$ cat src/rtl/cam_pkg.sv
//////////////////////////////////////////////////////////////////////
// shared types and constants for the single camera tracker
// pixels are stored as rgb444, the filter picks one dominant channel
//////////////////////////////////////////////////////////////////////

package cam_pkg;

  // stored pixel, red in the top nibble
  typedef struct packed {
    logic [3:0] red;
    logic [3:0] green;
    logic [3:0] blue;
  } rgb444_t;

  // colour selected by the button
  typedef enum logic [1:0] {
    FILT_RED   = 2'd0,
    FILT_GREEN = 2'd1,
    FILT_BLUE  = 2'd2
  } filter_t;

  localparam int NB_CAMDATA   = 8;  // ov7670 data bus
  localparam int COLOR_MARGIN = 4;  // min lead of the chosen channel
  localparam int PROX_LEVELS  = 8;  // proximity steps, 3 bit output

  // true when the chosen channel beats both others by the margin
  function automatic logic is_color(rgb444_t pxl, filter_t filt);
    int sel;
    int oth_a;
    int oth_b;
    case (filt)
      FILT_GREEN: begin
        sel   = int'(pxl.green);
        oth_a = int'(pxl.red);
        oth_b = int'(pxl.blue);
      end
      FILT_BLUE: begin
        sel   = int'(pxl.blue);
        oth_a = int'(pxl.red);
        oth_b = int'(pxl.green);
      end
      default: begin  // red
        sel   = int'(pxl.red);
        oth_a = int'(pxl.green);
        oth_b = int'(pxl.blue);
      end
    endcase
    return (sel >= oth_a + COLOR_MARGIN) && (sel >= oth_b + COLOR_MARGIN);
  endfunction

endpackage

$ cat src/rtl/cam_capture.sv
//////////////////////////////////////////////////////////////////////
// cam_pclk_i must run at most a quarter of the clk_i rate
// frame_done_o pulses only for frames of exactly IMG_COLS*IMG_ROWS
// rgb565 byte pairs are cut down to rgb444 pixels
//////////////////////////////////////////////////////////////////////
`timescale 1ns/1ps

module cam_capture
  import cam_pkg::*;
#(
  parameter int IMG_COLS = 160,
  parameter int IMG_ROWS = 120,
  localparam int IMG_PXLS = IMG_COLS * IMG_ROWS,
  localparam int NB_ADDR  = $clog2(IMG_PXLS)
) (
  input  logic                  clk_i,
  input  logic                  rst_n_i,
  input  logic                  cam_pclk_i,
  input  logic                  cam_vsync_i,
  input  logic                  cam_href_i,
  input  logic [NB_CAMDATA-1:0] cam_data_i,
  output logic                  wr_en_o,
  output logic [NB_ADDR-1:0]    wr_addr_o,
  output rgb444_t               wr_data_o,
  output logic                  frame_done_o
);

  localparam int NB_CNT = $clog2(IMG_PXLS + 1);  // must hold IMG_PXLS itself

  logic [2:0]            pclk_sr;   // 2 sync stages + edge reg
  logic [2:0]            vsync_sr;
  logic [1:0]            href_sr;
  logic [NB_CAMDATA-1:0] data_s1;
  logic [NB_CAMDATA-1:0] data_s2;   // aligned with pclk_sr[1]
  logic [NB_CAMDATA-1:0] first_byte;
  logic                  byte_ph;   // low on the first byte of a pair
  logic [NB_CNT-1:0]     pxl_cnt;
  logic                  overrun;   // more pixels than the image holds
  logic                  pclk_rise;
  logic                  vsync_rise;
  logic                  byte_take;

  assign pclk_rise  = pclk_sr[1] & ~pclk_sr[2];
  assign vsync_rise = vsync_sr[1] & ~vsync_sr[2];
  assign byte_take  = pclk_rise & href_sr[1];

  always_ff @(posedge clk_i or negedge rst_n_i) begin
    if (!rst_n_i) begin
      pclk_sr      <= '0;
      vsync_sr     <= '0;
      href_sr      <= '0;
      byte_ph      <= 1'b0;
      pxl_cnt      <= '0;
      overrun      <= 1'b0;
      wr_en_o      <= 1'b0;
      wr_addr_o    <= '0;
      frame_done_o <= 1'b0;
    end else begin
      pclk_sr      <= {pclk_sr[1:0], cam_pclk_i};
      vsync_sr     <= {vsync_sr[1:0], cam_vsync_i};
      href_sr      <= {href_sr[0], cam_href_i};
      wr_en_o      <= 1'b0;
      frame_done_o <= 1'b0;
      if (vsync_rise) begin
        // report the old frame only when complete
        frame_done_o <= (pxl_cnt == NB_CNT'(IMG_PXLS)) && !overrun;
        pxl_cnt      <= '0;
        overrun      <= 1'b0;
        byte_ph      <= 1'b0;
      end else if (!href_sr[1]) begin
        byte_ph <= 1'b0;  // resync pairs on each line
      end else if (byte_take) begin
        byte_ph <= ~byte_ph;
        if (byte_ph) begin
          if (pxl_cnt == NB_CNT'(IMG_PXLS)) begin
            overrun <= 1'b1;  // drop pixels of a long frame
          end else begin
            wr_en_o   <= 1'b1;
            wr_addr_o <= pxl_cnt[NB_ADDR-1:0];
            pxl_cnt   <= pxl_cnt + 1'b1;
          end
        end
      end
    end
  end

  // byte alignment and pixel assembly
  always_ff @(posedge clk_i) begin
    data_s1 <= cam_data_i;
    data_s2 <= data_s1;
    if (byte_take && !byte_ph)
      first_byte <= data_s2;  // r[7:3] g_hi[2:0]
    if (byte_take && byte_ph) begin
      wr_data_o.red   <= first_byte[7:4];
      wr_data_o.green <= {first_byte[2:0], data_s2[7]};
      wr_data_o.blue  <= data_s2[4:1];  // drop blue lsb
    end
  end

endmodule

$ cat config.mk
export PLATFORM = sky130hd
export DESIGN_NAME = cam_capture
export DESIGN_NICKNAME = d
export VERILOG_FILES = /design/src/rtl/cam_pkg.sv /design/src/rtl/cam_capture.sv
export SDC_FILE = /design/constraint.sdc
export NUM_CORES = 1
export LEC_CHECK = 0
export BUFFER_PORTS_ARGS = -buffer_cell sky130_fd_sc_hd__buf_2
export CAP_MARGIN = 20
export CORE_MARGIN = 5
export CORE_UTILIZATION = 55
export CTS_CLUSTER_SIZE = 10
export DETAILED_ROUTE_END_ITERATION = 6
export PLACE_DENSITY = 0.78
export SLEW_MARGIN = 5
export SYNTH_ARGS = -nofsm -noshare
export SYNTH_HDL_FRONTEND = slang
export SYNTH_SLANG_ARGS = --single-unit
$ cat constraint.sdc
create_clock -name clk_i -period 2.1 [get_ports clk_i]
set_input_delay 0.315 -clock clk_i [delete_from_list [all_inputs] [get_ports clk_i]]
set_output_delay 0.315 -clock clk_i [all_outputs]
set_load 0.01 [all_outputs]
; Word-level counts from Yosys, hierarchy flattened
; Cells that the tools add are included.
; W data, S select, Z words.
[totals]
reg_bits = 78
wordCells = 58
in_bits = 13
[op_classes]
reduce_logical = 12
bitwise_logic = 8
addsub = 1
mux = 19
n_eq_ne = 3
[op_table]
columns = op, n
row1 = $mux W15, 5
row2 = $add A15 B1 Y15 const B, 1
row3 = $eq A15 B15 Y1 const B, 1
row4 = $mux W1, 14
row5 = $reduce_and A4 Y1, 2
row6 = $reduce_bool A2 Y1, 4
row7 = $not A1 Y1, 5
row8 = $reduce_and A5 Y1, 1
row9 = $and A1 B1 Y1, 3
row10 = $logic_and A1 B1 Y1, 3
row11 = $ne A3 B1 Y1 const B, 1
row12 = $logic_not A1 Y1, 2
row13 = $ne A2 B2 Y1 const B, 1

; Longest topological paths before layout
; Gate-level depths: netlist of run 1.
[depth]
word_depth = 6
mapped_depth = 7

; Least setup slack after synthesis of run 1
; Ideal clock, no wire load.
[synth_path]
path_type = reg2reg
startpoint = register pxl_cnt[3]
endpoint = register wr_addr_o[10]
arrival_time_ns = 1.669
path_buffers = 2
stages_incl_launch_ff = 7
slack_ns = 0.306
t_required_ns = 1.975
synth_period_minus_slack_ns = 1.794
cell_sequence = dfrtp_1 clkbuf_1 nor4_1 nand4_1 nand3_2 buf_4 mux2_2
[synth_between]
elab_chain_len = 3
[synth_lines]
columns = element, line_no
row1 = start: declaration, cam_capture.sv:37  ; logic [NB_CNT-1:0] pxl_cnt;
row2 = start signal: assignment, cam_capture.sv:80  ; pxl_cnt <= pxl_cnt + 1'b1;
row3 = $eq A15 B15 Y1, cam_capture.sv:75  ; if (pxl_cnt == NB_CNT'(IMG_PXLS)) begin
row4 = $not A1 Y1 (no line), --
row5 = $reduce_and A5 Y1 (no line), --
row6 = end signal: assignment, cam_capture.sv:79  ; wr_addr_o <= pxl_cnt[NB_ADDR-1:0];
row7 = end: declaration, cam_capture.sv:23  ; output logic [NB_ADDR-1:0] wr_addr_o,
; Every way passes these cells.
; A chain may end at the register's enable or synchronous reset.

; Worst setup path after layout of run 1
[layout_path]
startpoint = register pxl_cnt[7]
endpoint = register wr_addr_o[10]
; Same word-level chain as after synthesis.

==> run_results.csv, run 1 <==
group,metric,value,unit
critical_path,critical_path_required,2.33,ns
logic_synthesis,yosys.cell_count.top_type,"dfrtp_1",
routing,ant_nets,0,
routing,wl,4780,µm
clock_tree,cts_tree,"built",
clock_tree,clk_pin_slew,0.08,ns
critical_path,criticalPathCategory,"reg -> reg",
routing,first_pass_iters,4,
sta,max_freq,518,MHz
logic_synthesis,synth_cells,194,
logic_synthesis,synth_top_area_share,38.6,%
cells_and_area,stdcell_area,3260,µm²
routing,wl_per_cell,14.9,µm
clock_tree,cts.htree.levels,3,
logic_synthesis,yosysWarningCount,0,
logic_synthesis,synthArstFlopShare,54.5,%
critical_path,crit_fanout,16,
die,die_w,80.4,µm
placement,hpwl,3250,µm
power_and_ir_drop,power.share.sequential,59.6,%
global_routing,grt.overflow.total,0,
placement,pre_cts_ws,0.0623,ns
critical_path,cp-end-kind,"flip-flop",
routing,drt_iter0_markers,118,
critical_path,cp.arrival,2.16,ns
sta,hold_violations,0,
die,rows,25,
sta,tightest_slew,0.361,ns
cells_and_area,fillCellCount,363,
cells_and_area,area_growth,19.8,%
cells_and_area,antenna_cells,0,
hold_path,holdCritPathClass,"in -> reg",
sta,tns,0,ns
power_and_ir_drop,internal_power,2030,µW
logic_synthesis,synth_area,2720,µm²
clock_tree,cts-root-buf,"clkbuf_8",
global_routing,first_global_vias,1729,
power_and_ir_drop,swShare,23.0,%
die,io_pins,42,
routing,via_per_inst,5.35,
power_and_ir_drop,clkPwrFrac,37.9,%
logic_synthesis,synth_top_area_cell,"dfrtp_1",
sta,hold_ws,0.0598,ns
sta,finalSetupViolCount,0,
power_and_ir_drop,p_leak,0.00149,µW
routing,via_count,1718,
logic_synthesis,synth_edf_count,19,
power_and_ir_drop,p_sw,606,µW
flow_run,drv_cap,0,
clock_tree,worstSkewPairLatency,0.35,ns
clock_tree,cts_buffers,9,
die,start_util,57.3,%
logic_synthesis,syn_avg_cell_area,14.0,µm²
sta,min_period,1.93,ns
power_and_ir_drop,ir_worst_vdd,0.000618,V
sta,slew_viol_final,0,
sta,period_share,91.9,%
placement,io_buffers,41,
logic_synthesis,ys_types,33,
critical_path,critPathLaunchType,"flip-flop",
logic_synthesis,synth_seq_cells,77,
clock_tree,clock_sinks,77,
global_routing,grt_use_total,17.2,%
clock_tree,clock_path_buffers,2,
global_routing,grt_pass1_wl,8170,µm
cells_and_area,nNetsFinal,264,
logic_synthesis,synth_nets,209,
logic_synthesis,synthTopCellsByCount,"dfrtp_1, edfxtp_1, dfxtp_1, mux2_2, nand2_1",
logic_synthesis,synthFlopType,"dfrtp_1",
placement,place_congestion,0.888,
clock_tree,cts_post_setup_buffers_inserted,0,
placement,postPlaceCellArea,3060,µm²
die,die_area,6460,µm²
sta,finClkSkew,0.00721,ns
global_routing,antenna_found_initial,0,
power_and_ir_drop,powerDensity,809,nW/µm²
global_routing,grt_max_degree,43,
sta,relSlewSlack,75.7,%
sta,rsz0062_at_grt,"false",
power_and_ir_drop,p_comb_share,2.4,%
logic_synthesis,synth-seq-area-share,71.3,%
logic_synthesis,synth.area.top_cells,"dfrtp_1, edfxtp_1, dfxtp_1",
cells_and_area,drive_gt1_share,34.3,%
run_status,status,"completed",
routing,drcViolationCount,0,
sta,setup_slack,0.169,ns
die,core_area,4750,µm²
die,die_h,80.4,µm
repair_timing:
item / in CTS / in global routing
endpoints found under the setup margin: 0 / 15
endpoints found under the hold margin: 42 / 0
hold buffers: 1 / 0
resized for setup: 0 / 1
state kept, by name, summed over array words and instances (netlist names), 3 cells and up:
register	cells
data_s1	8
wr_data_o	12
wr_addr_o	15
pxl_cnt	15
first_byte	7
pclk_sr	3
data_s2	8
vsync_sr	3
path summary, 6_finish.rpt:
path / from / to / slack, ns / cells past startpoint
max: pxl_cnt[7]$_DFFE_PN0P_ / wr_addr_o[10]$_DFFE_PN0P_ / 0.17 / 4
min: cam_data_i[3] / data_s1[3]$_DFF_P_ / 0.06 / 1
max reg2reg: pxl_cnt[7]$_DFFE_PN0P_ / wr_addr_o[10]$_DFFE_PN0P_ / 0.17 / 4
min reg2reg: data_s1[4]$_DFF_P_ / data_s2[4]$_DFF_P_ / 0.33 / 0
max in group asynchronous: rst_n_i / pxl_cnt[8]$_DFFE_PN0P_ / 1.42 / 3
min in group asynchronous: rst_n_i / frame_done_o$_DFF_PN0_ / 0.46 / 3
routing by layer:
metal	share of wire [%]	GRT usage, %
met4	1.7	10.1
met2	49	26.0
met3	4.8	4.71
met1	44	22.1
met5	0	0
metrics by stage:
step / power (µW) / std cells / util [%]
5_1_grt: 2760 / 321 / 68.6
6_report: 2640 / 321 / 68.6
2_1_floorplan: 1620 / 194 / -
3_3_place_gp: 1660 / 304 / 64.4
3_5_place_dp: 1670 / 304 / 64.4
4_1_cts: 2680 / 321 / 68.4
cell usage in the layout (no fill, tap or decap), types with 3 or more instances in the layout:
master    Yosys  layout
buf_2         1      41
dfxtp_1      16      16
clkbuf_8      0       9
or3_1         4       4
nand4_1       7       7
dfrtp_1      42      42
o211ai_1      3       3
nor2_1        7       7
edfxtp_1     19      19
mux2_2       15      15
nor4_1        6       6
xnor2_1       4       4
or4_1         5       5
inv_1         4       4
nand3_1       8       8
a21oi_1       8       8
buf_4         1       8
and3_1        3       3
o21ai_0       9       9
nand2_1      10      10
final cells by class:
| type | instances | area, µm² | area share [%] |
|---|---|---|---|
| Multi-Input combinational cell | 105 | 738 | 22.6 |
| Timing Repair Buffer | 51 | 295 | 9.05 |
| Clock inverter | 7 | 60.1 | 1.84 |
| Clock buffer | 9 | 124 | 3.80 |
| Sequential cell | 77 | 1940 | 59.5 |
| Tap cell | 67 | 83.8 | 2.57 |
| Inverter | 5 | 18.8 | 0.575 |
kinds of logic (layout without fill, tap and decap cells):
logic type,after synthesis,in the layout,share of synthesized area [%]
adders and majority gates,2,2,0.919
and+or+nand+nor,64,64,14.5
buffers and inverters,12,72,1.84
AOI/OAI and AO/OA,20,20,3.95
DFF,77,77,71.3
xor gates and xnor gates,4,4,1.29
muxes,15,15,6.20
worst max-delay path, stage by stage (launching register included):
cell,delay [ns]
dfrtp_1,0.47
nor4_1,0.40
nand4_1,0.27
nand3_4,0.31
mux2_2,0.37
power by group through the flow:
| stage | combinational [µW] | clock, µW | sequential (µW) |
|---|---|---|---|
| after floorplan | 19.6 | 0 | 1600 |
| after global placement | 61.0 | 0 | 1600 |
| after detailed placement | 63.9 | 0 | 1610 |
| after CTS | 65.3 | 1040 | 1570 |
| after global routing | 72.7 | 1110 | 1580 |
| final | 64.3 | 1000 | 1570 |
No activity file was read; power rests on OpenSTA's default activity.
==> run 2: changes to the inputs <==
- PLACE_DENSITY: 0.78 -> default
- PLACE_DENSITY_LB_ADDON: default -> 0.12
- SLEW_MARGIN: 5 -> 20
==> run 2 against run 1 <==
Against the previous run: register-to-register slack about the same; via count grew 0.41%; power grew 3.3%; fmax grew 0.67%; critical endpoint is now wr_addr_o[2]$_DFFE_PN0P_; highest routed layer unchanged.
==> run_results.csv, run 2 (same netlist as run 1, synthesis figures left out) <==
group,metric,value,unit
clock_tree,clock_sinks,77,
run_status,status,"completed",
sta,slew_viol_final,0,
critical_path,cp.arrival,2.14,ns
routing,drcViolationCount,0,
global_routing,grt_use_total,17.3,%
global_routing,grt_max_degree,28,
power_and_ir_drop,ir_worst_vdd,0.000559,V
clock_tree,cts_tree,"built",
cells_and_area,drive_gt1_share,34.6,%
critical_path,crit_fanout,16,
critical_path,rr_startpoint,"pxl_cnt[7]$_DFFE_PN0P_",
sta,tns,0,ns
global_routing,first_global_vias,1745,
placement,place_congestion,0.890,
critical_path,cpMaxStageDelayCell,"nor4_1",
clock_tree,cts.htree.levels,3,
critical_path,startpoint,"pxl_cnt[7]$_DFFE_PN0P_",
sta,max_freq,521,MHz
power_and_ir_drop,p_leak,0.00151,µW
sta,relSlewSlack,59.2,%
sta,rsz0062_at_grt,"false",
clock_tree,worstSkewPairLatency,0.34,ns
critical_path,path_cells,"nor4_1 > nand4_1 > nand3_4 > mux2_2",
cells_and_area,final_cell_mix,"dfrtp_1, buf_2, edfxtp_1, dfxtp_1, mux2_2",
die,rows,25,
clock_tree,cts_buffers,9,
power_and_ir_drop,powerDensity,829,nW/µm²
cells_and_area,top_regs,"pxl_cnt: 15 flops, wr_addr_o: 15 flops, wr_data_o: 12 flops",
cells_and_area,area_growth,20.8,%
die,core_area,4750,µm²
cells_and_area,antenna_cells,0,
die,die_w,80.4,µm
placement,io_buffers,41,
routing,via_per_inst,5.32,
global_routing,grt.overflow.total,0,
critical_path,critPathLaunchType,"flip-flop",
placement,hpwl,3430,µm
critical_path,crit_family,"simple AND/OR/NAND/NOR gates",
sta,tightest_slew,0.611,ns
global_routing,grt_pass1_wl,8220,µm
die,die_area,6460,µm²
sta,hold_violations,0,
cells_and_area,nNetsFinal,267,
die,die_h,80.4,µm
routing,wl,4880,µm
hold_path,holdCritPathClass,"in -> reg",
critical_path,critical_path_required,2.33,ns
flow_run,drv_cap,0,
clock_tree,cts-root-buf,"clkbuf_8",
power_and_ir_drop,finalPower,2730,µW
clock_tree,clk_pin_slew,0.08,ns
die,io_pins,42,
sta,min_period,1.92,ns
clock_tree,cts_post_setup_buffers_inserted,0,
critical_path,cp-end-kind,"flip-flop",
routing,ant_nets,0,
sta,period_share,91.3,%
die,start_util,57.3,%
clock_tree,clock_path_buffers,2,
critical_path,criticalPathCategory,"reg -> reg",
sta,finClkSkew,0.00594,ns
routing,wl_per_cell,15.1,µm
routing,drt_iter0_markers,213,
critical_path,cpPeakStageDelay,0.43,ns
sta,finalSetupViolCount,0,
routing,first_pass_iters,4,
hold_path,hold_path.startpoint,"cam_data_i[4]",
global_routing,antenna_found_initial,0,
critical_path,critPathBufInv,0,
cells_and_area,layout_commonest_cell,"dfrtp_1",
routing,via_count,1725,
## run 2: layout make-up
class | count | area [µm²]
Sequential cell | 77 | 1940
Tap cell | 67 | 83.8
Clock inverter | 6 | 72.6
Fill cell | 357 | 1470
Inverter | 5 | 18.8
Clock buffer | 10 | 128
Multi-Input combinational cell | 105 | 738
Timing Repair Buffer | 54 | 305
## run 2: metrics by stage
| step | hold WS [ns] | cells | worst slack [ns] | utilization (%) | cell area, µm² |
|---|---|---|---|---|---|
| final | 0.0658 | 324 | 0.182 | 69.2 | 3290 |
| after global routing | 0.0457 | 324 | 0.0618 | 69.2 | 3290 |
| after CTS | 0.0536 | 324 | 0.128 | 69.0 | 3280 |
| after detailed placement | 0.313 | 307 | 0.160 | 64.6 | 3070 |
| after global placement | 0.310 | 307 | 0.220 | 64.6 | 3070 |
| after floorplan | 0.0194 | 194 | 0.306 | - | 2720 |
## run 2: path summary, 6_finish.rpt
kind,slack [ns],depth (start not counted),endpoint
max,0.18,4,wr_addr_o[2]$_DFFE_PN0P_
min,0.07,1,data_s1[4]$_DFF_P_
max reg2reg,0.18,4,wr_addr_o[2]$_DFFE_PN0P_
min reg2reg,0.32,0,data_s2[7]$_DFF_P_
max in group asynchronous,1.04,3,wr_addr_o[0]$_DFFE_PN0P_
min in group asynchronous,0.51,2,wr_addr_o[14]$_DFFE_PN0P_
## run 2: routing by layer
layer	GRT usage, %	vias to the layer above	share of wire [%]
met5	0	-	0
met4	9.80	0	1.4
met3	3.59	8	7.7
met2	27.2	80	48
met1	22.2	812	43
li1	-	825	-
## run 2: what timing repair did
| action | CTS | global route |
|---|---|---|
| gates resized for setup | 0 | 1 |
| endpoints found under the setup margin | 0 | 14 |
| hold buffers | 1 | 0 |
| endpoints found under the hold margin | 25 | 0 |
## run 2: power breakdown
| part | internal [µW] | total (µW) | switching, µW |
|---|---|---|---|
| clock | 559 | 1090 | 530 |
| combinational | 24.4 | 61.9 | 37.4 |
| sequential | 1560 | 1570 | 13.5 |
