File: src/rtl/cam_pkg.sv
//////////////////////////////////////////////////////////////////////
// shared types and constants for the single camera tracker
// pixels are stored as rgb444, the filter picks one dominant channel
//////////////////////////////////////////////////////////////////////

package cam_pkg;

  // stored pixel, red in the top nibble
  typedef struct packed {
    logic [3:0] red;
    logic [3:0] green;
    logic [3:0] blue;
  } rgb444_t;

  // colour selected by the button
  typedef enum logic [1:0] {
    FILT_RED   = 2'd0,
    FILT_GREEN = 2'd1,
    FILT_BLUE  = 2'd2
  } filter_t;

  localparam int NB_CAMDATA   = 8;  // ov7670 data bus
  localparam int COLOR_MARGIN = 4;  // min lead of the chosen channel
  localparam int PROX_LEVELS  = 8;  // proximity steps, 3 bit output

  // true when the chosen channel beats both others by the margin
  function automatic logic is_color(rgb444_t pxl, filter_t filt);
    int sel;
    int oth_a;
    int oth_b;
    case (filt)
      FILT_GREEN: begin
        sel   = int'(pxl.green);
        oth_a = int'(pxl.red);
        oth_b = int'(pxl.blue);
      end
      FILT_BLUE: begin
        sel   = int'(pxl.blue);
        oth_a = int'(pxl.red);
        oth_b = int'(pxl.green);
      end
      default: begin  // red
        sel   = int'(pxl.red);
        oth_a = int'(pxl.green);
        oth_b = int'(pxl.blue);
      end
    endcase
    return (sel >= oth_a + COLOR_MARGIN) && (sel >= oth_b + COLOR_MARGIN);
  endfunction

endpackage

File: src/rtl/serial_divider.sv
//////////////////////////////////////////////////////////////////////
// restoring divider, WIDTH+1 cycles from start_i to done_o
// zero divisor gives all ones, start_i while busy is dropped
//////////////////////////////////////////////////////////////////////
`timescale 1ns/1ps

module serial_divider #(
  parameter int WIDTH = 16
) (
  input  logic             clk_i,
  input  logic             rst_n_i,
  input  logic             start_i,
  input  logic [WIDTH-1:0] dividend_i,
  input  logic [WIDTH-1:0] divisor_i,
  output logic [WIDTH-1:0] quotient_o,
  output logic             done_o
);

  localparam int NB_STEP = $clog2(WIDTH + 1);

  logic               busy;
  logic [NB_STEP-1:0] step_cnt;  // remaining quotient bits
  logic [WIDTH-1:0]   rem;
  logic [WIDTH-1:0]   quo;       // dividend shifts out, quotient in
  logic [WIDTH-1:0]   dvs;
  logic [WIDTH:0]     trial;     // partial remainder with next bit
  logic               fits;

  assign trial = {rem, quo[WIDTH-1]};
  assign fits  = trial >= {1'b0, dvs};

  always_ff @(posedge clk_i or negedge rst_n_i) begin
    if (!rst_n_i) begin
      busy     <= 1'b0;
      step_cnt <= '0;
      done_o   <= 1'b0;
    end else begin
      done_o <= 1'b0;
      if (start_i && !busy) begin
        busy     <= 1'b1;
        step_cnt <= NB_STEP'(WIDTH);
      end else if (busy) begin
        step_cnt <= step_cnt - 1'b1;
        if (step_cnt == NB_STEP'(1)) begin
          busy   <= 1'b0;
          done_o <= 1'b1;  // last bit lands this edge
        end
      end
    end
  end

  always_ff @(posedge clk_i) begin
    if (start_i && !busy) begin
      rem <= '0;
      quo <= dividend_i;
      dvs <= divisor_i;
    end else if (busy) begin
      if (fits) begin
        rem <= WIDTH'(trial - {1'b0, dvs});  // result below dvs, fits
        quo <= {quo[WIDTH-2:0], 1'b1};
      end else begin
        rem <= trial[WIDTH-1:0];
        quo <= {quo[WIDTH-2:0], 1'b0};
      end
    end
  end

  assign quotient_o = quo;

endmodule

File: src/rtl/color_proc.sv
//////////////////////////////////////////////////////////////////////
// sweeps the stored frame after frame_done_i, frame_done while busy is lost
// centroid and proximity hold until the next new_centroid_o pulse
//////////////////////////////////////////////////////////////////////
`timescale 1ns/1ps

module color_proc
  import cam_pkg::*;
#(
  parameter int IMG_COLS = 160,
  parameter int IMG_ROWS = 120,
  localparam int IMG_PXLS = IMG_COLS * IMG_ROWS,
  localparam int NB_ADDR  = $clog2(IMG_PXLS),
  localparam int NB_COLS  = $clog2(IMG_COLS),
  localparam int NB_PROX  = $clog2(PROX_LEVELS)
) (
  input  logic               clk_i,
  input  logic               rst_n_i,
  input  logic               proc_ctrl_i,   // filter button
  input  logic               frame_done_i,
  // original frame
  output logic [NB_ADDR-1:0] orig_addr_o,
  input  rgb444_t            orig_pxl_i,
  // mask frame
  output logic               mask_we_o,
  output logic [NB_ADDR-1:0] mask_addr_o,
  output logic               mask_bit_o,
  // results
  output filter_t            rgbfilter_o,
  output logic [NB_COLS-1:0] centroid_o,
  output logic [NB_PROX-1:0] proximity_o,
  output logic               new_centroid_o
);

  localparam int NB_CNT = $clog2(IMG_PXLS + 1);
  // wide enough for column sum and count*PROX_LEVELS
  localparam int DIV_W  = $clog2(IMG_PXLS * (IMG_COLS + PROX_LEVELS));

  typedef enum logic [1:0] {ST_IDLE, ST_SWEEP, ST_CENT, ST_PROX} state_t;

  state_t             state;
  logic [2:0]         btn_sr;     // 2 sync stages + edge reg
  filter_t            filt_lat;   // filter used by the running sweep
  logic               rd_act;     // address phase of the sweep
  logic [NB_ADDR-1:0] rd_addr;
  logic [NB_COLS-1:0] rd_col;
  logic               pxl_vld;    // orig_pxl_i valid this cycle
  logic [NB_ADDR-1:0] pxl_addr;
  logic [NB_COLS-1:0] pxl_col;
  logic               pxl_last;
  logic               pxl_match;
  logic [NB_CNT-1:0]  match_cnt;
  logic [DIV_W-1:0]   col_sum;
  logic [DIV_W-1:0]   cnt_ext;
  logic [NB_COLS-1:0] cent_q;     // centroid waits for proximity
  logic               div_start;
  logic [DIV_W-1:0]   div_dividend;
  logic [DIV_W-1:0]   div_divisor;
  logic [DIV_W-1:0]   div_quot;
  logic               div_done;

  assign orig_addr_o = rd_addr;
  assign pxl_match   = is_color(orig_pxl_i, filt_lat);
  assign mask_we_o   = pxl_vld;
  assign mask_addr_o = pxl_addr;
  assign mask_bit_o  = pxl_match;
  assign cnt_ext     = DIV_W'(match_cnt);

  // first run centroid, second run proximity
  assign div_dividend = (state == ST_CENT) ? col_sum : cnt_ext * DIV_W'(PROX_LEVELS);
  assign div_divisor  = (state == ST_CENT) ? cnt_ext : DIV_W'(IMG_PXLS);

  always_ff @(posedge clk_i or negedge rst_n_i) begin
    if (!rst_n_i) begin
      state          <= ST_IDLE;
      btn_sr         <= '0;
      rgbfilter_o    <= FILT_RED;
      filt_lat       <= FILT_RED;
      rd_act         <= 1'b0;
      rd_addr        <= '0;
      rd_col         <= '0;
      pxl_vld        <= 1'b0;
      match_cnt      <= '0;
      col_sum        <= '0;
      div_start      <= 1'b0;
      centroid_o     <= '0;
      proximity_o    <= '0;
      new_centroid_o <= 1'b0;
    end else begin
      btn_sr         <= {btn_sr[1:0], proc_ctrl_i};
      div_start      <= 1'b0;
      new_centroid_o <= 1'b0;
      if (btn_sr[1] && !btn_sr[2]) begin
        case (rgbfilter_o)  // red -> green -> blue -> red
          FILT_RED:   rgbfilter_o <= FILT_GREEN;
          FILT_GREEN: rgbfilter_o <= FILT_BLUE;
          default:    rgbfilter_o <= FILT_RED;
        endcase
      end
      // address phase
      pxl_vld <= rd_act;
      if (rd_act) begin
        rd_addr <= rd_addr + 1'b1;
        rd_col  <= (rd_col == NB_COLS'(IMG_COLS - 1)) ? '0 : rd_col + 1'b1;
        if (rd_addr == NB_ADDR'(IMG_PXLS - 1))
          rd_act <= 1'b0;
      end
      // data phase, one cycle behind
      if (pxl_vld && pxl_match) begin
        match_cnt <= match_cnt + 1'b1;
        col_sum   <= col_sum + DIV_W'(pxl_col);
      end
      case (state)
        ST_IDLE: begin
          if (frame_done_i) begin
            state     <= ST_SWEEP;
            filt_lat  <= rgbfilter_o;
            rd_act    <= 1'b1;
            rd_addr   <= '0;
            rd_col    <= '0;
            match_cnt <= '0;
            col_sum   <= '0;
          end
        end
        ST_SWEEP: begin
          if (pxl_vld && pxl_last) begin
            state     <= ST_CENT;
            div_start <= 1'b1;  // sums are final next cycle
          end
        end
        ST_CENT: begin
          if (div_done) begin
            cent_q    <= (match_cnt == '0) ? '0 : div_quot[NB_COLS-1:0];
            state     <= ST_PROX;
            div_start <= 1'b1;
          end
        end
        default: begin  // ST_PROX
          if (div_done) begin
            centroid_o     <= cent_q;
            proximity_o    <= (div_quot >= DIV_W'(PROX_LEVELS - 1)) ?
                              NB_PROX'(PROX_LEVELS - 1) : div_quot[NB_PROX-1:0];
            new_centroid_o <= 1'b1;
            state          <= ST_IDLE;
          end
        end
      endcase
    end
  end

  // pipeline payload, qualified by pxl_vld
  always_ff @(posedge clk_i) begin
    pxl_addr <= rd_addr;
    pxl_col  <= rd_col;
    pxl_last <= (rd_addr == NB_ADDR'(IMG_PXLS - 1));
  end

  serial_divider #(
    .WIDTH      (DIV_W)
  ) u_serial_divider (
    .clk_i      (clk_i),
    .rst_n_i    (rst_n_i),
    .start_i    (div_start),
    .dividend_i (div_dividend),
    .divisor_i  (div_divisor),
    .quotient_o (div_quot),
    .done_o     (div_done)
  );

endmodule

File: config.mk
export PLATFORM = sky130hd
export DESIGN_NAME = color_proc
export DESIGN_NICKNAME = d
export VERILOG_FILES = /design/src/rtl/cam_pkg.sv /design/src/rtl/serial_divider.sv /design/src/rtl/color_proc.sv
export SDC_FILE = /design/constraint.sdc
export NUM_CORES = 1
export LEC_CHECK = 0
export ABC_AREA = 1
export BUFFER_PORTS_ARGS = -buffer_cell sky130_fd_sc_hd__buf_2
export CAP_MARGIN = 30
export CORE_ASPECT_RATIO = 0.7
export CORE_MARGIN = 2
export CORE_UTILIZATION = 35
export CTS_BUF_LIST = sky130_fd_sc_hd__clkbuf_8
export DETAILED_ROUTE_END_ITERATION = 6
export HOLD_SLACK_MARGIN = 0.15
export PLACE_DENSITY = 0.55
export RECOVER_POWER = 25
export SLEW_MARGIN = 25
export SYNTH_ARGS = -nofsm -noshare
export SYNTH_HDL_FRONTEND = slang
export SYNTH_HIERARCHICAL = 1
export SYNTH_SLANG_ARGS = --single-unit
File: constraint.sdc
create_clock -name clk_i -period 5 [get_ports clk_i]
set_clock_uncertainty 0.15 [all_clocks]
set_input_delay 0.5 -clock clk_i [delete_from_list [all_inputs] [get_ports clk_i]]
set_output_delay 0.5 -clock clk_i [all_outputs]
set_load 0.02 [all_outputs]
After elaboration in Yosys (flattened, before gate mapping)
Index checks and enable logic that the tools add are counted.

Word-level logic and storage cells: 111. Latch bits: 0. Bits in writable memories: 0. Input port bits: 16. Output and inout port bits: 46. Bits in read-only memories: 0. Memories: 0. Register bits: 189.

Equal/unequal tests: 11. Add/subtract/negate cells: 8. Reduce and logical (&&, ||, !) cells: 18. Order comparisons: 4. Multipliers: 0. Mux-type cells: 44. Bitwise gates (word level): 1. Shift operators: 0. Div/mod/pow operators: 0.

Operators with widths (count): 22-bit 2-to-1 mux (7); 15-bit 2-to-1 mux (6); 32-bit by 4-bit adder with 32-bit output, second input constant (2); 32-bit greater-or-equal comparator (2); 8-bit 2-to-1 mux (4); 15-bit by 1-bit adder with 15-bit output, second input constant (2); 23-bit by 22-bit greater-or-equal comparator with 1-bit output (1); 22-bit by 8-bit adder with 22-bit output (1); 22-bit by 3-bit greater-or-equal comparator with 1-bit output, second input constant (1); 22-bit subtractor (1); 15-bit == test, second input constant (1); 15-bit logical NOT (1); 1-bit 2-to-1 mux (14); 5-bit 2-to-1 mux (2); 8-bit by 1-bit adder with 8-bit output, second input constant (1); 8-bit == test, second input constant (1); 2-bit 2-to-1 mux (4); 4-bit 2-to-1 mux (2); 4-bit case mux with 2 select lines (1); 2-bit by 1-bit == test with 1-bit output, second input constant (3); 2-bit case mux with 3 select lines (1); 5-bit by 1-bit == test with 1-bit output, second input constant (1); 1-bit logical AND (5); 5-bit by 1-bit subtractor with 5-bit output, second input constant (1); other kinds (16) (21).

Longest topological paths before layout
Depth in word-level cells: 10. Gate-level depth with buffers: 21. Gate-level depth less buffers: 19.

By module
Netlist, hierarchy kept.

Modules (own cells, without submodules): color_proc (instances 1, cells each 853, area each 6309.8 sq um, sequential area each 2822.7 sq um); serial_divider (instances 1, cells each 643, area each 4714.5 sq um, sequential area each 1936.9 sq um).

Worst setup path before layout
OpenSTA, ideal clock, no wires.

Path kind: reg2out. Start: reg filt_lat[0]. End: out mask_bit_o. Stages on the path, launching flop included: 17. Buffers on the path: 2. Data required time: 4.350 ns. Path slack: 1.984 ns. Data arrival time: 2.366 ns. Path through: dfrtp_1 -> inv_1 -> ha_1 -> clkbuf_1 -> inv_1 -> nand2_1 -> nand2_1 -> ha_1 -> inv_1 -> ha_1 -> nand2_1 -> nor2_1 -> nor2_1 -> nand2_1 -> nand2_1 -> nor2_2 -> buf_4.

Cells in the longest elaborated chain, start to end: 6. Elaborated cells on any way between the ends: 11. Classes of those cells: add/sub (2); order compare (2); eq/ne (2); mux (3); reduce/logical (2).

Ends and longest elaborated chain: start, declared (line color_proc.sv:43) `filter_t filt_lat;`; start signal, assigned (line color_proc.sv:117) `filt_lat <= rgbfilter_o;`; 2-bit == test or 2-bit by 1-bit == test with 1-bit output (tied branches) (line cam_pkg.sv:31) `case (filt)`; 2-bit OR reduction (no line); 4-bit 2-to-1 mux (line cam_pkg.sv:31); 32-bit by 4-bit adder with 32-bit output (line cam_pkg.sv:48) `return (sel >= oth_a + COLOR_MARGIN) && (sel >= oth_b + COLOR_MARGIN);`; 32-bit greater-or-equal comparator (line cam_pkg.sv:48); 1-bit logical AND * (line cam_pkg.sv:48); end, declared (line color_proc.sv:27) `output logic mask_bit_o,`.

Every way passes the cells marked *; elsewhere a longest branch is shown, timed or not.

Worst setup path in the final report
Start: reg u_serial_divider.busy. End: reg u_serial_divider.quo[0], in the netlist u_serial_divider/quotient_o[0], data pin.

Cells in the longest elaborated chain, start to end: 3.

Ends and longest elaborated chain: start, declared (line serial_divider.sv:21) `logic busy;`; start signal, assigned (line serial_divider.sv:34) `busy <= 1'b0;`; start signal, assigned (line serial_divider.sv:40) `busy <= 1'b1;`; start signal, assigned (line serial_divider.sv:45) `busy <= 1'b0;`; 1-bit logical NOT (line serial_divider.sv:53) `if (start_i && !busy) begin`; 1-bit logical AND (line serial_divider.sv:53); 22-bit 2-to-1 mux (line serial_divider.sv:53); end signal, assigned (line serial_divider.sv:55) `quo <= dividend_i;`; end signal, assigned (line serial_divider.sv:60) `quo <= {quo[WIDTH-2:0], 1'b1};`; end signal, assigned (line serial_divider.sv:63) `quo <= {quo[WIDTH-2:0], 1'b0};`; end, declared (line serial_divider.sv:24) `logic [WIDTH-1:0] quo;`.

No other way between the ends. A chain may end at the register's enable or synchronous reset.

==> flow_summary.json <==
{
  "path_max_fanout": 46,
  "synth_cell_types": 47,
  "synth_top_area_share_pct": 20.7,
  "p_int_mw": 2.24,
  "drt_pass1_iterations": 6,
  "setup.worst_path.class": "reg -> reg",
  "status": "finished, violations left",
  "crit_cells": 5,
  "die_area_um2": 33000,
  "netlist_instances": 1496,
  "die_w_um": 216,
  "drv_cap": 2,
  "first_iter_violations": 700,
  "yosysMostFrequentCell": "nand2_1",
  "io_buffers": 61,
  "numCtsBuffers": 17,
  "synth_commonest_cells": "nand2_1, inv_1, nor2_1",
  "grt_first_pass_wirelength_um": 46200,
  "cp_num_buf_inv": 2,
  "clkLatencyLatePin_ns": 0.51,
  "cts-root-buf": "clkbuf_8",
  "avgSynthCellArea_um2": 7.37,
  "placed_area_um2": 11800,
  "worstReg2RegStart": "u_serial_divider/busy$_DFF_PN0_",
  "place_inst": 1954,
  "arrival_ns": 4.07,
  "irDropWorstVdd_mv": 0.123,
  "rsz0062_at_grt": "no",
  "routedWlPerCell_um": 14.1,
  "hp-start": "btn_sr[0]$_DFF_PN0_",
  "worst_slew_pin_slew_ns": 2.29,
  "final.min_clock_period_ns": 3.99,
  "clockPowerShare_pct": 31.0,
  "cts_sinks": 189,
  "ys_seq_elements": 189,
  "grt_max_degree": 65,
  "fill_cells": 3295,
  "power_density_nw_per_um2": 273,
  "clock_path_buffers": 2,
  "max_freq_mhz": 251,
  "grt_pass1_vias": 8809,
  "yosys_warnings": 6,
  "final_max_slew_viol_count": 77,
  "cts_resized": 0,
  "grtUsageTotal_pct": 17.5,
  "avgViaCountPerCell": 4.69,
  "startpoint_type": "flop",
  "cts_tree": "yes",
  "cts_setup_buffers": 0,
  "hold_viol_final": 0,
  "postRouteAntennaNets": 0,
  "worstSetupStartpoint": "u_serial_divider/busy$_DFF_PN0_",
  "start_util_pct": 35.5,
  "whs_ns": 0.219,
  "rows": 54,
  "cts.clk_slew.worst_paths_ns": 0.11,
  "slew_headroom_pct": -52.5,
  "cp.required_ns": 5.08,
  "pin_count": 62,
  "place_congestion": 0.906,
  "netlist_area_um2": 11000,
  "met2_usage_pct": 23.9,
  "period_share_pct": 79.8,
  "hpwlAfterDp_um": 20700,
  "setup_violations": 0,
  "cpPeakStageDelay_ns": 1.63,
  "fin_nets": 1628,
  "htreeDepth": 4,
  "wirelength_um": 28000,
  "synthArstFlopShare_pct": 48.1,
  "dr_total_vias": 9327,
  "yosysTopAreaCell": "dfrtp_1",
  "crit_family": "buffers and inverters",
  "p_leak_nw": 6.22,
  "violations": "max-capacitance violations, max-slew violations",
  "overflow": 0,
  "antenna_found_initial": 0,
  "grtUsageMet1_pct": 27.7,
  "grt_use_met3_pct": 4.01,
  "p_sw_mw": 1.08,
  "syn_to_final_growth_pct": 10.5,
  "yosys-top-cells-area": "dfrtp_1, nand2_1, edfxtp_1",
  "end_kind": "flop",
  "seqPwrFrac_pct": 52.5,
  "swShare_pct": 32.5,
  "holdPathStages": 0,
  "final_area_um2": 12200,
  "crit_slowest_cell": "clkbuf_1",
  "synth-edff-count": 52,
  "busiest_layer": "met1",
  "fin_cells": 1990,
  "core_um2": 31100,
  "r2r_cells": 5,
  "min_path_type": "reg -> reg",
  "path_cells": "nor2_4 -> clkbuf_1 -> inv_1 -> nor2_1 -> a31oi_1",
  "num_antenna_cells": 0,
  "drc": 0,
  "drive_gt1_share_pct": 8.98,
  "comb_power_share_pct": 16.5,
  "ys_seq_area_share_pct": 43.2,
  "dieHeight_um": 152,
  "synth_flop_cell": "dfrtp_1",
  "setup-tns-final_ns": 0
}
repair_timing:
| action | in CTS | in global routing |
|---|---|---|
| hold buffers | 3 | 0 |
| endpoints found under the setup margin | 0 | 0 |
| endpoints found under the hold margin | 29 | 0 |
area by class of cell:
class / instances / area [um^2] / share of cell area (%)
well taps: 420 / 526 / 4.31
inverters: 240 / 901 / 7.39
repair buffers: 73 / 407 / 3.34
flip-flops and latches: 189 / 4760 / 39.1
clock inverters: 15 / 159 / 1.30
multi-input cells: 1036 / 5200 / 42.7
clock buffers: 17 / 234 / 1.92
layer usage:
layer / vias up / wire length [um]
met2: 186 / 11000
met4: 0 / 213
met5: - / 0
li1: 4828 / -
met3: 20 / 1490
met1: 4293 / 15300
placed cells by master, fill, tap and decap left out, types with 11 or more instances in the layout:
| master | n |
|---|---|
| nand2_1 | 480 |
| inv_1 | 234 |
| nor2_1 | 134 |
| nand3_1 | 94 |
| dfrtp_1 | 91 |
| o21ai_0 | 63 |
| buf_2 | 57 |
| ha_1 | 53 |
| edfxtp_1 | 52 |
| a21oi_1 | 51 |
| dfxtp_1 | 46 |
| nand4_1 | 26 |
| nor3_1 | 21 |
| clkbuf_8 | 17 |
| nand3b_1 | 16 |
| xnor2_1 | 13 |
| nand2_2 | 12 |
| nor2_2 | 11 |
worst reg2reg max path, cell delays in order, from the launching register on:
cell and delay, ns:
dfrtp_1 0.48, nor2_4 0.12, clkbuf_1 1.63, inv_1 1.01, nor2_1 0.27, a31oi_1 0.06
power groups by stage:
| stage | Sequential (mW) | Combinational, mW | Clock, mW |
|---|---|---|---|
| 2_1_floorplan | 1.74 | 0.391 | 0 |
| 3_3_place_gp | 1.77 | 0.528 | 0 |
| 3_5_place_dp | 1.78 | 0.534 | 0 |
| 4_1_cts | 1.74 | 0.538 | 1.07 |
| 5_1_grt | 1.76 | 0.632 | 1.14 |
| 6_report | 1.74 | 0.548 | 1.03 |
kinds of logic after synthesis:
| group | count (synthesis) | share of synthesized area [%] |
|---|---|---|
| compound gates | 135 | 6.62 |
| xor+xnor | 21 | 1.67 |
| fa+ha+maj | 55 | 6.38 |
| buf+inv | 277 | 9.95 |
| flops | 189 | 43.2 |
| mux | 3 | 0.306 |
| other cells | 1 | 0.0340 |
| simple gates | 815 | 31.9 |
flip-flops by register name, summed over array words and instances, names as in the netlist, 8 cells and up:
name	count
cent_q	8
centroid_o	8
col_sum	22
mask_addr_o	15
match_cnt	15
orig_addr_o	15
pxl_col	8
rd_col	8
u_serial_divider/dvs	22
u_serial_divider/quotient_o	22
u_serial_divider/rem	22
stage by stage:
stage               utilization, %  setup WS, ns  total power [mW]
global route                  39.2         0.451              3.53
finish                        39.2          1.01              3.32
detailed placement            37.8          1.35              2.31
global placement              37.8          1.45              2.30
floorplan                        -          1.98              2.13
CTS                           39.2          1.14              3.36
worst paths after layout:
kind,endpoint,slack (ns)
setup reg to reg,u_serial_divider/quotient_o[0]$_DFFE_PP_,1.01
hold / removal,btn_sr[1]$_DFF_PN0_,0.22
setup / recovery,u_serial_divider/quotient_o[0]$_DFFE_PP_,1.01
hold reg to reg,btn_sr[1]$_DFF_PN0_,0.22
min in group asynchronous,state[0]$_DFFE_PN0P_,0.80
max in group asynchronous,orig_addr_o[4]$_DFF_PN0_,1.82
Power figures use the tool's default switching activity.
